[src/source/uart_settings.svh]
`ifndef UART_SETTINGS_SVH
`define UART_SETTINGS_SVH

// Entries per byte FIFO
`define UART_FIFO_DEPTH 16

// Block RAM port
`define UART_MEM_WIDTH  32
`define UART_ADDR_WIDTH 8

// Register word addresses, command codes reuse these values
`define UART_CTRL_ADDR   0
`define UART_DIV_ADDR    1
`define UART_PARITY_ADDR 2
`define UART_TX_ADDR     3
`define UART_RX_ADDR     4

`endif

[src/source/uart_pkg.sv]
`include "uart_settings.svh"

package uart_pkg;

    typedef logic [`UART_MEM_WIDTH-1:0]  mem_word_t;
    typedef logic [`UART_ADDR_WIDTH-1:0] mem_addr_t;
    typedef logic [15:0]                 clk_div_t;
    typedef logic [7:0]                  uart_byte_t;

    // Bit 0 enable, bit 1 odd
    typedef struct packed {
        logic odd;
        logic enable;
    } parity_cfg_t;

    typedef struct packed {
        logic       valid;
        uart_byte_t data;
        logic       error;
    } byte_stream_t;

    // Each code matches the address of the register it acts on
    typedef enum logic [2:0] {
        CMD_NONE   = 3'd`UART_CTRL_ADDR,
        CMD_DIV    = 3'd`UART_DIV_ADDR,
        CMD_PARITY = 3'd`UART_PARITY_ADDR,
        CMD_TX     = 3'd`UART_TX_ADDR,
        CMD_RX     = 3'd`UART_RX_ADDR
    } cmd_e;

endpackage

[src/source/uart_tx.sv]
`timescale 1ns/1ps

module uart_tx
    import uart_pkg::*;
(
    input  logic         clk_i,
    input  logic         arstn_i,
    input  clk_div_t     clk_div_i,
    input  parity_cfg_t  parity_i,
    input  byte_stream_t s_i,
    output logic         s_ready_o,
    output logic         uart_tx_o
);

typedef enum logic [2:0] {
    IDLE,
    START,
    DATA,
    PARITY,
    STOP
} state_e;

state_e     state;
clk_div_t   div_q;
clk_div_t   cnt;
logic       par_en_q;
logic       par_bit_q;
logic [2:0] bit_idx;
uart_byte_t shift_q;
logic       tx_q;
logic       tick;

// Last cycle of the current bit
assign tick      = (cnt == div_q - 1'b1);
assign s_ready_o = (state == IDLE);
assign uart_tx_o = tx_q;

always_ff @(posedge clk_i or negedge arstn_i) begin
    if (~arstn_i) begin
        state     <= IDLE;
        tx_q      <= 1'b1;
        cnt       <= '0;
        div_q     <= '0;
        bit_idx   <= '0;
        shift_q   <= '0;
        par_en_q  <= 1'b0;
        par_bit_q <= 1'b0;
    end else begin
        cnt <= tick ? '0 : cnt + 1'b1;
        case (state)
            IDLE: begin
                tx_q <= 1'b1;
                if (s_i.valid) begin
                    // Settings are frozen for the whole frame
                    div_q     <= clk_div_i;
                    par_en_q  <= parity_i.enable;
                    par_bit_q <= ^s_i.data ^ parity_i.odd;
                    shift_q   <= s_i.data;
                    cnt       <= '0;
                    tx_q      <= 1'b0;
                    state     <= START;
                end
            end
            START: begin
                if (tick) begin
                    tx_q    <= shift_q[0];
                    bit_idx <= '0;
                    state   <= DATA;
                end
            end
            DATA: begin
                if (tick) begin
                    if (bit_idx == 3'd7) begin
                        tx_q  <= par_en_q ? par_bit_q : 1'b1;
                        state <= par_en_q ? PARITY : STOP;
                    end else begin
                        tx_q    <= shift_q[1];
                        shift_q <= shift_q >> 1;
                        bit_idx <= bit_idx + 1'b1;
                    end
                end
            end
            PARITY: begin
                if (tick) begin
                    tx_q  <= 1'b1;
                    state <= STOP;
                end
            end
            STOP: begin
                if (tick) begin
                    state <= IDLE;
                end
            end
            default: state <= IDLE;
        endcase
    end
end

endmodule

[src/source/uart_rx.sv]
`timescale 1ns/1ps

module uart_rx
    import uart_pkg::*;
(
    input  logic         clk_i,
    input  logic         arstn_i,
    input  clk_div_t     clk_div_i,
    input  parity_cfg_t  parity_i,
    input  logic         uart_rx_i,
    output byte_stream_t m_o
);

typedef enum logic [2:0] {
    IDLE,
    START,
    DATA,
    PARITY,
    STOP
} state_e;

state_e      state;
logic [1:0]  sync_q;
logic        line_q;
logic        rx_line;
logic        fall;
clk_div_t    div_q;
clk_div_t    cnt;
parity_cfg_t par_q;
logic [2:0]  bit_idx;
uart_byte_t  shift_q;
logic        par_err_q;
logic        valid_q;
logic        err_q;
logic        tick;
logic        half;

// Two-stage synchronizer on the serial line
always_ff @(posedge clk_i or negedge arstn_i) begin
    if (~arstn_i) begin
        sync_q <= 2'b11;
        line_q <= 1'b1;
    end else begin
        sync_q <= {sync_q[0], uart_rx_i};
        line_q <= sync_q[1];
    end
end

assign rx_line = sync_q[1];
assign fall    = line_q & ~rx_line;
assign tick    = (cnt == div_q - 1'b1);
assign half    = (cnt == (div_q >> 1) - 1'b1);

always_ff @(posedge clk_i or negedge arstn_i) begin
    if (~arstn_i) begin
        state     <= IDLE;
        cnt       <= '0;
        div_q     <= '0;
        par_q     <= '0;
        bit_idx   <= '0;
        shift_q   <= '0;
        par_err_q <= 1'b0;
        valid_q   <= 1'b0;
        err_q     <= 1'b0;
    end else begin
        valid_q <= 1'b0;
        cnt     <= cnt + 1'b1;
        case (state)
            IDLE: begin
                if (fall) begin
                    div_q     <= clk_div_i;
                    par_q     <= parity_i;
                    par_err_q <= 1'b0;
                    cnt       <= '0;
                    state     <= START;
                end
            end
            START: begin
                // Middle of the start bit, later samples are one period apart
                if (half) begin
                    cnt     <= '0;
                    bit_idx <= '0;
                    state   <= rx_line ? IDLE : DATA;
                end
            end
            DATA: begin
                if (tick) begin
                    cnt     <= '0;
                    shift_q <= {rx_line, shift_q[7:1]};
                    bit_idx <= bit_idx + 1'b1;
                    if (bit_idx == 3'd7) begin
                        state <= par_q.enable ? PARITY : STOP;
                    end
                end
            end
            PARITY: begin
                if (tick) begin
                    cnt       <= '0;
                    par_err_q <= rx_line ^ (^shift_q) ^ par_q.odd;
                    state     <= STOP;
                end
            end
            STOP: begin
                if (tick) begin
                    valid_q <= 1'b1;
                    err_q   <= par_err_q | ~rx_line;
                    state   <= IDLE;
                end
            end
            default: state <= IDLE;
        endcase
    end
end

assign m_o = '{valid: valid_q, data: shift_q, error: err_q};

endmodule

[src/source/byte_fifo.sv]
`timescale 1ns/1ps
`include "uart_settings.svh"

module byte_fifo
    import uart_pkg::*;
(
    input  logic         clk_i,
    input  logic         arstn_i,
    input  byte_stream_t s_i,
    output logic         s_ready_o,
    output byte_stream_t m_o,
    input  logic         m_ready_i
);

localparam int DEPTH     = `UART_FIFO_DEPTH;
localparam int PTR_WIDTH = $clog2(DEPTH);
localparam int CNT_WIDTH = $clog2(DEPTH + 1);

uart_byte_t           data_mem [DEPTH];
logic                 err_mem  [DEPTH];
logic [PTR_WIDTH-1:0] wr_ptr;
logic [PTR_WIDTH-1:0] rd_ptr;
logic [CNT_WIDTH-1:0] count;
logic                 push;
logic                 pop;

assign s_ready_o = (count != CNT_WIDTH'(DEPTH));
assign push      = s_i.valid & s_ready_o;
assign pop       = m_o.valid & m_ready_i;

assign m_o = '{valid: (count != '0), data: data_mem[rd_ptr], error: err_mem[rd_ptr]};

always_ff @(posedge clk_i) begin
    if (push) begin
        data_mem[wr_ptr] <= s_i.data;
        err_mem[wr_ptr]  <= s_i.error;
    end
end

always_ff @(posedge clk_i or negedge arstn_i) begin
    if (~arstn_i) begin
        wr_ptr <= '0;
        rd_ptr <= '0;
        count  <= '0;
    end else begin
        if (push) begin
            wr_ptr <= (wr_ptr == PTR_WIDTH'(DEPTH - 1)) ? '0 : wr_ptr + 1'b1;
        end
        if (pop) begin
            rd_ptr <= (rd_ptr == PTR_WIDTH'(DEPTH - 1)) ? '0 : rd_ptr + 1'b1;
        end
        count <= count + CNT_WIDTH'(push) - CNT_WIDTH'(pop);
    end
end

a_count_bound: assert property (@(posedge clk_i) disable iff (~arstn_i)
    count <= CNT_WIDTH'(DEPTH));

endmodule

[src/source/uart_mem_sequencer.sv]
`timescale 1ns/1ps
`include "uart_settings.svh"

module uart_mem_sequencer
    import uart_pkg::*;
(
    input  logic                         clk_i,
    input  logic                         arstn_i,
    input  mem_word_t                    data_i,
    output mem_addr_t                    addr_o,
    output mem_word_t                    data_o,
    output logic [`UART_MEM_WIDTH/8-1:0] wr_en_o,
    output byte_stream_t                 tx_o,
    input  logic                         tx_ready_i,
    input  byte_stream_t                 rx_i,
    output logic                         rx_ready_o,
    output clk_div_t                     clk_div_o,
    output parity_cfg_t                  parity_o
);

typedef enum logic [2:0] {
    IDLE,
    FETCH,
    TX_PUSH,
    RX_WAIT,
    RX_WRITE,
    ACK,
    SETTLE
} state_e;

state_e      state;
cmd_e        cmd_q;
cmd_e        cmd_in;
logic        lat_cnt;
logic        tx_valid;
uart_byte_t  tx_data;
clk_div_t    clk_div_q;
parity_cfg_t parity_q;

// Anything that is not a known code counts as no command
always_comb begin
    case (data_i)
        mem_word_t'(CMD_DIV):    cmd_in = CMD_DIV;
        mem_word_t'(CMD_PARITY): cmd_in = CMD_PARITY;
        mem_word_t'(CMD_TX):     cmd_in = CMD_TX;
        mem_word_t'(CMD_RX):     cmd_in = CMD_RX;
        default:                 cmd_in = CMD_NONE;
    endcase
end

always_ff @(posedge clk_i or negedge arstn_i) begin
    if (~arstn_i) begin
        state     <= IDLE;
        cmd_q     <= CMD_NONE;
        lat_cnt   <= 1'b0;
        addr_o    <= mem_addr_t'(`UART_CTRL_ADDR);
        data_o    <= '0;
        wr_en_o   <= '0;
        tx_valid  <= 1'b0;
        tx_data   <= '0;
        clk_div_q <= 16'd16;
        parity_q  <= '0;
    end else begin
        case (state)
            IDLE: begin
                addr_o  <= mem_addr_t'(`UART_CTRL_ADDR);
                wr_en_o <= '0;
                lat_cnt <= 1'b0;
                cmd_q   <= cmd_in;
                case (cmd_in)
                    CMD_DIV, CMD_PARITY, CMD_TX: begin
                        addr_o <= mem_addr_t'(cmd_in);
                        state  <= FETCH;
                    end
                    CMD_RX:  state <= RX_WAIT;
                    default: state <= IDLE;
                endcase
            end
            FETCH: begin
                // Data for the register address shows up on the second cycle
                if (!lat_cnt) begin
                    lat_cnt <= 1'b1;
                end else begin
                    addr_o <= mem_addr_t'(`UART_CTRL_ADDR);
                    data_o <= mem_word_t'(CMD_NONE);
                    if (cmd_q == CMD_TX) begin
                        tx_data  <= data_i[7:0];
                        tx_valid <= 1'b1;
                        state    <= TX_PUSH;
                    end else begin
                        if (cmd_q == CMD_DIV) begin
                            clk_div_q <= data_i[15:0];
                        end else begin
                            parity_q <= parity_cfg_t'(data_i[1:0]);
                        end
                        wr_en_o <= '1;
                        state   <= ACK;
                    end
                end
            end
            TX_PUSH: begin
                if (tx_ready_i) begin
                    tx_valid <= 1'b0;
                    wr_en_o  <= '1;
                    state    <= ACK;
                end
            end
            RX_WAIT: begin
                if (rx_i.valid) begin
                    addr_o  <= mem_addr_t'(`UART_RX_ADDR);
                    data_o  <= mem_word_t'({rx_i.error, rx_i.data});
                    wr_en_o <= '1;
                    state   <= RX_WRITE;
                end
            end
            RX_WRITE: begin
                addr_o <= mem_addr_t'(`UART_CTRL_ADDR);
                data_o <= mem_word_t'(CMD_NONE);
                state  <= ACK;
            end
            ACK: begin
                wr_en_o <= '0;
                lat_cnt <= 1'b0;
                state   <= SETTLE;
            end
            SETTLE: begin
                // Let the cleared control word reach data_i before polling
                if (lat_cnt) begin
                    state <= IDLE;
                end else begin
                    lat_cnt <= 1'b1;
                end
            end
            default: state <= IDLE;
        endcase
    end
end

assign tx_o       = '{valid: tx_valid, data: tx_data, error: 1'b0};
assign rx_ready_o = (state == RX_WAIT);
assign clk_div_o  = clk_div_q;
assign parity_o   = parity_q;

a_wr_en_whole_word: assert property (@(posedge clk_i) disable iff (~arstn_i)
    (wr_en_o == '0) || (wr_en_o == '1));

a_tx_hold: assert property (@(posedge clk_i) disable iff (~arstn_i)
    tx_o.valid && !tx_ready_i |=> tx_o.valid && $stable(tx_o.data));

endmodule

[src/source/uart_bram_ctrl.sv]
`timescale 1ns/1ps
`include "uart_settings.svh"

module uart_bram_ctrl
    import uart_pkg::*;
(
    input  logic                         clk_i,
    input  logic                         arstn_i,
    input  logic                         uart_rx_i,
    output logic                         uart_tx_o,
    input  mem_word_t                    data_i,
    output mem_word_t                    data_o,
    output mem_addr_t                    addr_o,
    output logic [`UART_MEM_WIDTH/8-1:0] wr_en_o
);

byte_stream_t tx_req;
logic         tx_req_ready;
byte_stream_t tx_out;
logic         tx_out_ready;
byte_stream_t rx_frame;
byte_stream_t rx_out;
logic         rx_out_ready;
clk_div_t     clk_div;
parity_cfg_t  parity;

uart_mem_sequencer i_uart_mem_sequencer (
    .clk_i      (clk_i       ),
    .arstn_i    (arstn_i     ),
    .data_i     (data_i      ),
    .addr_o     (addr_o      ),
    .data_o     (data_o      ),
    .wr_en_o    (wr_en_o     ),
    .tx_o       (tx_req      ),
    .tx_ready_i (tx_req_ready),
    .rx_i       (rx_out      ),
    .rx_ready_o (rx_out_ready),
    .clk_div_o  (clk_div     ),
    .parity_o   (parity      )
);

byte_fifo i_byte_fifo_tx (
    .clk_i     (clk_i       ),
    .arstn_i   (arstn_i     ),
    .s_i       (tx_req      ),
    .s_ready_o (tx_req_ready),
    .m_o       (tx_out      ),
    .m_ready_i (tx_out_ready)
);

// A full RX FIFO drops the byte, the receiver never stalls
byte_fifo i_byte_fifo_rx (
    .clk_i     (clk_i       ),
    .arstn_i   (arstn_i     ),
    .s_i       (rx_frame    ),
    .s_ready_o (            ),
    .m_o       (rx_out      ),
    .m_ready_i (rx_out_ready)
);

uart_tx i_uart_tx (
    .clk_i     (clk_i       ),
    .arstn_i   (arstn_i     ),
    .clk_div_i (clk_div     ),
    .parity_i  (parity      ),
    .s_i       (tx_out      ),
    .s_ready_o (tx_out_ready),
    .uart_tx_o (uart_tx_o   )
);

uart_rx i_uart_rx (
    .clk_i     (clk_i    ),
    .arstn_i   (arstn_i  ),
    .clk_div_i (clk_div  ),
    .parity_i  (parity   ),
    .uart_rx_i (uart_rx_i),
    .m_o       (rx_frame )
);

endmodule

[config.mk]
export PLATFORM = sky130hd
export DESIGN_NAME = uart_bram_ctrl
export DESIGN_NICKNAME = d
export VERILOG_FILES = /design/src/source/uart_pkg.sv /design/src/source/uart_tx.sv /design/src/source/uart_rx.sv /design/src/source/byte_fifo.sv /design/src/source/uart_mem_sequencer.sv /design/src/source/uart_bram_ctrl.sv
export VERILOG_INCLUDE_DIRS = /design/src /design/src/source
export SDC_FILE = /design/constraint.sdc
export NUM_CORES = 1
export LEC_CHECK = 0
export BUFFER_PORTS_ARGS = -buffer_cell sky130_fd_sc_hd__buf_2
export CORE_MARGIN = 4
export CORE_UTILIZATION = 56
export DETAILED_ROUTE_END_ITERATION = 16
export PLACE_DENSITY = 0.86
export SYNTH_ARGS = -nofsm -noshare
export SYNTH_HDL_FRONTEND = slang
export SYNTH_HIERARCHICAL = 1
export SYNTH_SLANG_ARGS = --single-unit
export TNS_END_PERCENT = 30
[constraint.sdc]
create_clock -name clk_i -period 3.4 [get_ports clk_i]
set_input_delay 0.51 -clock clk_i [delete_from_list [all_inputs] [get_ports clk_i]]
set_output_delay 0.51 -clock clk_i [all_outputs]
set_load 0.03 [all_outputs]
==> results of run 1 <==
-- per-layer routing --
| metal | part of all wire (%) | track usage (%) |
|---|---|---|
| met5 | 0 | 0 |
| met4 | 3.6 | 8.51 |
| met3 | 7.4 | 3.75 |
| met2 | 50 | 38.5 |
| met1 | 39 | 30.7 |
-- stage by stage --
| stage | setup slack, ns | total power, mW |
|---|---|---|
| 6_report | 0.205 | 12.5 |
| 5_1_grt | 0.0142 | 13.0 |
| 3_5_place_dp | 0.109 | 7.64 |
| 2_1_floorplan | 0.0398 | 7.31 |
| 3_3_place_gp | 0.198 | 7.59 |
| 4_1_cts | 0.0690 | 12.6 |
-- layout by cell type (no fill, tap or decap), types with 9 or more instances in the layout --
cell type,instances
a21oi_1,25
a22o_1,9
a22oi_1,17
a32oi_1,19
and2_1,21
and3_1,28
buf_2,50
buf_4,31
clkbuf_1,14
clkbuf_16,46
conb_1,28
dfrtp_1,168
edfxtp_1,272
ha_1,31
inv_1,54
mux2_2,37
mux2_4,14
mux2i_1,55
mux4_2,51
nand2_1,106
nand2b_1,14
nand3_1,52
nand4_1,11
nor2_1,66
nor2b_1,11
nor3_1,32
nor4_1,29
o211ai_1,10
o21ai_0,53
xnor2_1,73
xor2_1,39
-- path summary, 6_finish.rpt --
path | start | to | slack (ns)
worst max-delay path | i_uart_rx/div_q[1]$_DFFE_PN0P_ | i_uart_rx/cnt[14]$_DFF_PN0_ | 0.21
worst min-delay path | uart_rx_i | i_uart_rx/sync_q[0]$_DFF_PN1_ | 0.09
worst max register to register | i_uart_rx/div_q[1]$_DFFE_PN0P_ | i_uart_rx/cnt[14]$_DFF_PN0_ | 0.21
worst min register to register | i_uart_rx/sync_q[0]$_DFF_PN1_ | i_uart_rx/sync_q[1]$_DFF_PN1_ | 0.36
max in group asynchronous | arstn_i | i_uart_rx/sync_q[0]$_DFF_PN1_ | 2.09
min in group asynchronous | arstn_i | i_uart_mem_sequencer/data_o[0]$_DFFE_PN0P_ | 0.49
-- layout make-up --
cell class	instances	area, sq um
multi-input cells	982	7780
flip-flops and latches	448	12600
clock inverters	17	216
clock buffers	65	1270
diodes	3	7.51
well taps	504	631
fillers	2602	13700
repair buffers	88	607
inverters	54	203
-- timing repair --
action / in CTS / in global routing
setup buffers: 0 / 1
gates resized for setup: 0 / 1
setup endpoints to repair: 0 / 18
hold buffers: 1 / 0
hold endpoints to repair: 54 / 0
-- worst max-delay path: cells and delay by family, from the launching register on --
family / cells / cell delay [ns]
simple gates: 6 / 1.90
flops: 1 / 0.37
buf+inv: 2 / 0.25
fa+ha+maj: 1 / 0.20
compound gates: 1 / 0.18
xor+xnor: 1 / 0.16
-- power breakdown --
| group | internal, mW | switching [mW] | total (mW) |
|---|---|---|---|
| sequential | 5.92 | 0.393 | 6.31 |
| combinational | 0.573 | 0.675 | 1.25 |
| clock | 2.98 | 1.98 | 4.95 |
-- sequential cells by signal, summed over array words and instances (netlist names), 4 cells and up --
signal	flops
i_byte_fifo_rx/data_mem	128
i_byte_fifo_tx/data_mem	128
i_byte_fifo_rx/err_mem	16
i_uart_mem_sequencer/clk_div_o	16
i_uart_rx/cnt	16
i_uart_rx/div_q	16
i_uart_tx/cnt	16
i_uart_tx/div_q	16
i_uart_mem_sequencer/data_o	9
i_uart_mem_sequencer/tx_data	8
i_uart_rx/shift_q	8
i_uart_tx/shift_q	8
i_byte_fifo_rx/count	5
i_byte_fifo_tx/count	5
i_byte_fifo_rx/rd_ptr	4
i_byte_fifo_rx/wr_ptr	4
i_byte_fifo_tx/rd_ptr	4
i_byte_fifo_tx/wr_ptr	4
==> impl_results.md, run 1 <==
- All-Layer GR Usage: 23.0%
- GPL Wtd Cong: 0.932
- Worst-margin pin slew: 1.07 ns
- RSZ-0062 raised after global routing: no
- Tmin final: 3.19 ns
- Root buffer cell: clkbuf_16
- Most used cell, CP: or3_4
- Die width: 202 um
- Fin nets: 1,686
- DRC Markers: 0
- Mapped cell area: 21,200 sq um
- Vias in the first global route: 13,400
- Peak fanout along the critical path: 16
- Design area: 23,300 sq um
- Crit end category: register
- Global route total overflow: 0
- CTS Buffer Depth: 3
- Crit start category: register
- Initial Utilization: 57.2%
- Initial antenna violation count: 2
- R2R depth: 11
- MaxCap Viol Count: 0
- I/O pin cnt: 80
- Vias/cell: 6.17
- Worst EP required: 3.82 ns
- Clk Latency, worst-skew pair: 0.54 ns
- PortBufs: 51
- Wire length per cell: 21.8 um
- CTS sink count: 448
- Biggest cell delay along the critical path: 0.67 ns
- First-pass DRT Iterations: 5
- CP max stage cell: or4b_2
- Non-Filler Instances: 2,161
- Initial drt markers: 1,421
- Critical path type: reg -> reg
- Fin util: 63.0%
- Largest net degree at the start of global routing: 61
- Endpoints failing setup: 0
- Worst EP arrival: 3.61 ns
- Placed Cells: 2,074
- Max-Slew Margin vs Limit: 28.2%
- H-tree levels: 2
- Status: finished, final reports clean
- DP Area: 21,800 sq um
- Clk pin slew, worst setup/hold paths: 0.06 ns
- Critical-path cell list: inv_1, ha_1, or4b_2, nor4_1, xnor2_1, nand4_1, or3_4, or3_4, o21ai_4, buf_12, nor2_1
- Area Overhead vs Synth: 10.1%
- P_leak: 8.63 nW
- Core area: 37,000 sq um
- Hold Slack: 0.0924 ns
- Achievable frequency: 313 MHz
- Maximum vdd drop: 0.000314 V
- Worst clock skew: 0.0196 ns
- Syn Inst Count: 1,583
- Hold depth: 1
- Endpoints failing hold: 0
- Hpwl dp: 31,000 um
- Num CTS Buffers: 44
- Global-route wire length before repair: 75,000 um
- Slew Limit Fails: 0
- Vias: 13,300
- Total negative setup slack: 0 ns
- HP Class: in -> reg
- Die area: 41,000 sq um
- Period utilisation layout: 94.0%
- Share of cells above drive strength 1: 17.8%
- Yosys warnings: 6
- Final wirelength: 47,100 um
- TritonCTS clock tree: done
- Row cnt: 70
- Die height: 202 um
- PD cells: 537 nW/um^2
- Syn_area_per_cell: 13.4 sq um
- Antenna-violating nets left: 0
Note: power is estimated with default switching activity, not from simulation.
==> run 2: changes to the inputs <==
--- a/config.mk
+++ b/config.mk
@@ -8,9 +8,9 @@
 export LEC_CHECK = 0
 export BUFFER_PORTS_ARGS = -buffer_cell sky130_fd_sc_hd__buf_2
 export CORE_MARGIN = 4
-export CORE_UTILIZATION = 56
+export CORE_UTILIZATION = 44
 export DETAILED_ROUTE_END_ITERATION = 16
-export PLACE_DENSITY = 0.86
+export PLACE_DENSITY = 0.72
 export SYNTH_ARGS = -nofsm -noshare
 export SYNTH_HDL_FRONTEND = slang
 export SYNTH_HIERARCHICAL = 1
==> run 2 against run 1 <==
  * Combinational power up 9%
  * Sequential power is 1% lower
  * Global-route usage fell by 5.3 points
  * Critical path type unchanged
  * Sequential share of layout area down 0.67 points
  * Critical path depth decreased by 1
  * Sequential cell count unchanged
  * Register-to-register slack got worse by 0.07 ns
  * Largest power group unchanged
  * Critical endpoint is now i_uart_rx/shift_q[3]$_DFFE_PN0P_
  * Highest routed layer unchanged
  * Clock power increased by 5.3%
  * Core utilization shrank 14 points
==> impl_results.md, run 2 (synthesis results as in run 1) <==
- Status: finished, final reports clean
- Most frequent cells in the layout: edfxtp_1 (272), dfrtp_1 (168), nand2_1 (106), xnor2_1 (73), nor2_1 (66)
- Vias in the first global route: 12,800 (-5.0%)
- Design area: 23,600 sq um (+1.3%)
- Clk pin slew, worst setup/hold paths: 0.07 ns (about the same)
- R2R depth: 10 (-1)
- Endpoints failing hold: 0 (unchanged)
- Final wirelength: 45,400 um (-3.7%)
- Total negative setup slack: 0 ns (unchanged)
- Vias: 12,900 (-3.4%)
- Global-route wire length before repair: 71,800 um (-4.2%)
- Biggest cell delay along the critical path: 0.67 ns (about the same)
- Crit-path leading delay family: simple AND/OR/NAND/NOR gates
- Crit path from: i_uart_rx/div_q[1]$_DFFE_PN0P_
- P_leak: 8.71 nW (+0.88%)
- Initial drt markers: 1,016 (-29%)
- MaxCap Viol Count: 0 (unchanged)
- Critical path type: reg -> reg
- Vias/cell: 5.65 (-8.4%)
- FF-to-FF End: i_uart_rx/shift_q[3]$_DFFE_PN0P_
- Placement Setup Slack: 0.0969 ns (-0.0117 ns)
- Max-Slew Margin vs Limit: 42.7% (+14 points)
- Hold Slack: 0.188 ns (+0.0955 ns)
- Reg2reg setup slack: 0.14 ns (-0.07 ns)
- Hold depth: 2 (+1)
- First-pass DRT Iterations: 5 (unchanged)
- Peak fanout along the critical path: 8 (-8)
- All-Layer GR Usage: 17.7% (-5.3 points)
- DRC Markers: 0 (unchanged)
- Achievable frequency: 307 MHz (-2.1%)
- CP max stage cell: or4b_2
- Initial antenna violation count: 1 (-1)
- Most common cell after layout, fill and taps aside: edfxtp_1
- Clk Latency, worst-skew pair: 0.59 ns (+0.05 ns)
- CTS Buffer Depth: 3 (unchanged)
- Core area: 47,600 sq um (+29%)
- TritonCTS clock tree: done
- Die area: 51,700 sq um (+26%)
- Maximum vdd drop: 0.000531 V (+69%)
- Worst clock skew: 0.0344 ns (+0.0148 ns)
- Row cnt: 80 (+14%)
- Post-route setup slack: 0.138 ns (-0.0669 ns)
- I/O pin cnt: 80 (unchanged)
- Crit end category: register
- Worst-margin pin slew: 0.856 ns (-0.216 ns)
- Die height: 227 um (+12%)
- Area Overhead vs Synth: 11.5%
- Die width: 227 um (+12%)
- Fin nets: 1,695 (+0.53%)
- Num CTS Buffers: 46 (+4.5%)
- Global route total overflow: 0 (unchanged)
- HP Class: in -> reg
- Hpwl dp: 30,300 um (-2.3%)
- CTS sink count: 448 (unchanged)
- RSZ-0062 raised after global routing: no
- Buf/Inv on CP: 1 (-1)
- Period utilisation layout: 95.9% (+2.0 points)
- Design Power: 12.8 mW (+2.5%)
- GPL Wtd Cong: 0.863 (-7.4%)
- Tmin final: 3.26 ns (+0.0669 ns)
- Crit start category: register
- Worst EP arrival: 3.74 ns (+0.13 ns)
- Hold wc startpoint: data_i[15]
- RR Startpoint: i_uart_rx/div_q[1]$_DFFE_PN0P_
- Fin util: 49.5% (-14 points)
- Worst EP required: 3.87 ns (+0.05 ns)
- Critical-path cell list: inv_1, ha_1, or4b_2, nor4_2, xnor2_1, nand4_1, or3_1, nor4_4, nand2_2, mux2_2
- Hold Path End: i_uart_mem_sequencer/clk_div_o[15]$_DFFE_PN0P_
- Placed Cells: 2,191 (+5.6%)
- PortBufs: 51 (unchanged)
- DP Area: 22,000 sq um (+0.84%)
- PD cells: 543 nW/um^2 (+1.2%)
- Slew Limit Fails: 0 (unchanged)
- Non-Filler Instances: 2,280 (+5.5%)
- Endpoints failing setup: 0 (unchanged)
- H-tree levels: 2 (unchanged)
- Largest net degree at the start of global routing: 72 (+18%)
- Largest regs: i_byte_fifo_rx/data_mem x128, i_byte_fifo_tx/data_mem x128
- Wire length per cell: 19.9 um (-8.7%)
- Share of cells above drive strength 1: 19.1% (+1.2 points)
- Root buffer cell: clkbuf_16
- Initial Utilization: 44.4% (-13 points)
- Antenna-violating nets left: 0 (unchanged)
## run 2: cell types whose count changed in the layout (fill, tap and decap cells not counted), sizes merged
cell | previous run | this run
clkinv | 11 | 19
inv | 54 | 56
diode | 3 | 1
clkbuf | 66 | 54
buf | 86 | 92
clkinvlp | 1 | 5
bufinv | 5 | 6
dlygate4sd3 | 1 | 2
## run 2: worst max-delay path by stage
| stage | cells after the start | endpoint |
|---|---|---|
| floorplan | 12 | i_uart_rx/shift_q[0]$_DFFE_PN0P_ |
| finish | 10 | i_uart_rx/shift_q[3]$_DFFE_PN0P_ |
| detailed placement | 10 | i_uart_rx/shift_q[3]$_DFFE_PN0P_ |
| global route | 10 | i_uart_rx/shift_q[3]$_DFFE_PN0P_ |
| CTS | 10 | i_uart_rx/cnt[13]$_DFF_PN0_ |
| global placement | 10 | i_uart_rx/cnt[13]$_DFF_PN0_ |
## run 2: cell type report
class	instances	area [sq um]
multi-input cells	982	7790
repair buffers	95	662
well taps	615	769
flip-flops and latches	448	12600
inverters	54	203
fillers	4018	24100
diodes	1	2.50
clock buffers	53	1210
clock inverters	32	378
## run 2: per-layer routing
| metal | part of all wire, % | GRT usage (%) | up-vias |
|---|---|---|---|
| met5 | 0 | 0 | - |
| met4 | 2.4 | 5.13 | 0 |
| met3 | 5.1 | 2.67 | 67 |
| met2 | 48 | 28.8 | 338 |
| met1 | 44 | 24.9 | 6556 |
| li1 | - | - | 5928 |
## run 2: timing repair
| action | in CTS | in global routing |
|---|---|---|
| endpoints found under the setup margin | 0 | 24 |
| setup buffers | 0 | 1 |
| hold buffers | 2 | 0 |
| gates resized for setup | 0 | 2 |
| endpoints found under the hold margin | 63 | 0 |
## run 2: power breakdown
| group | switching [mW] | internal, mW |
|---|---|---|
| registers | 0.328 | 5.92 |
| logic | 0.750 | 0.609 |
| clock network | 2.18 | 3.04 |
| total | 3.25 | 9.57 |
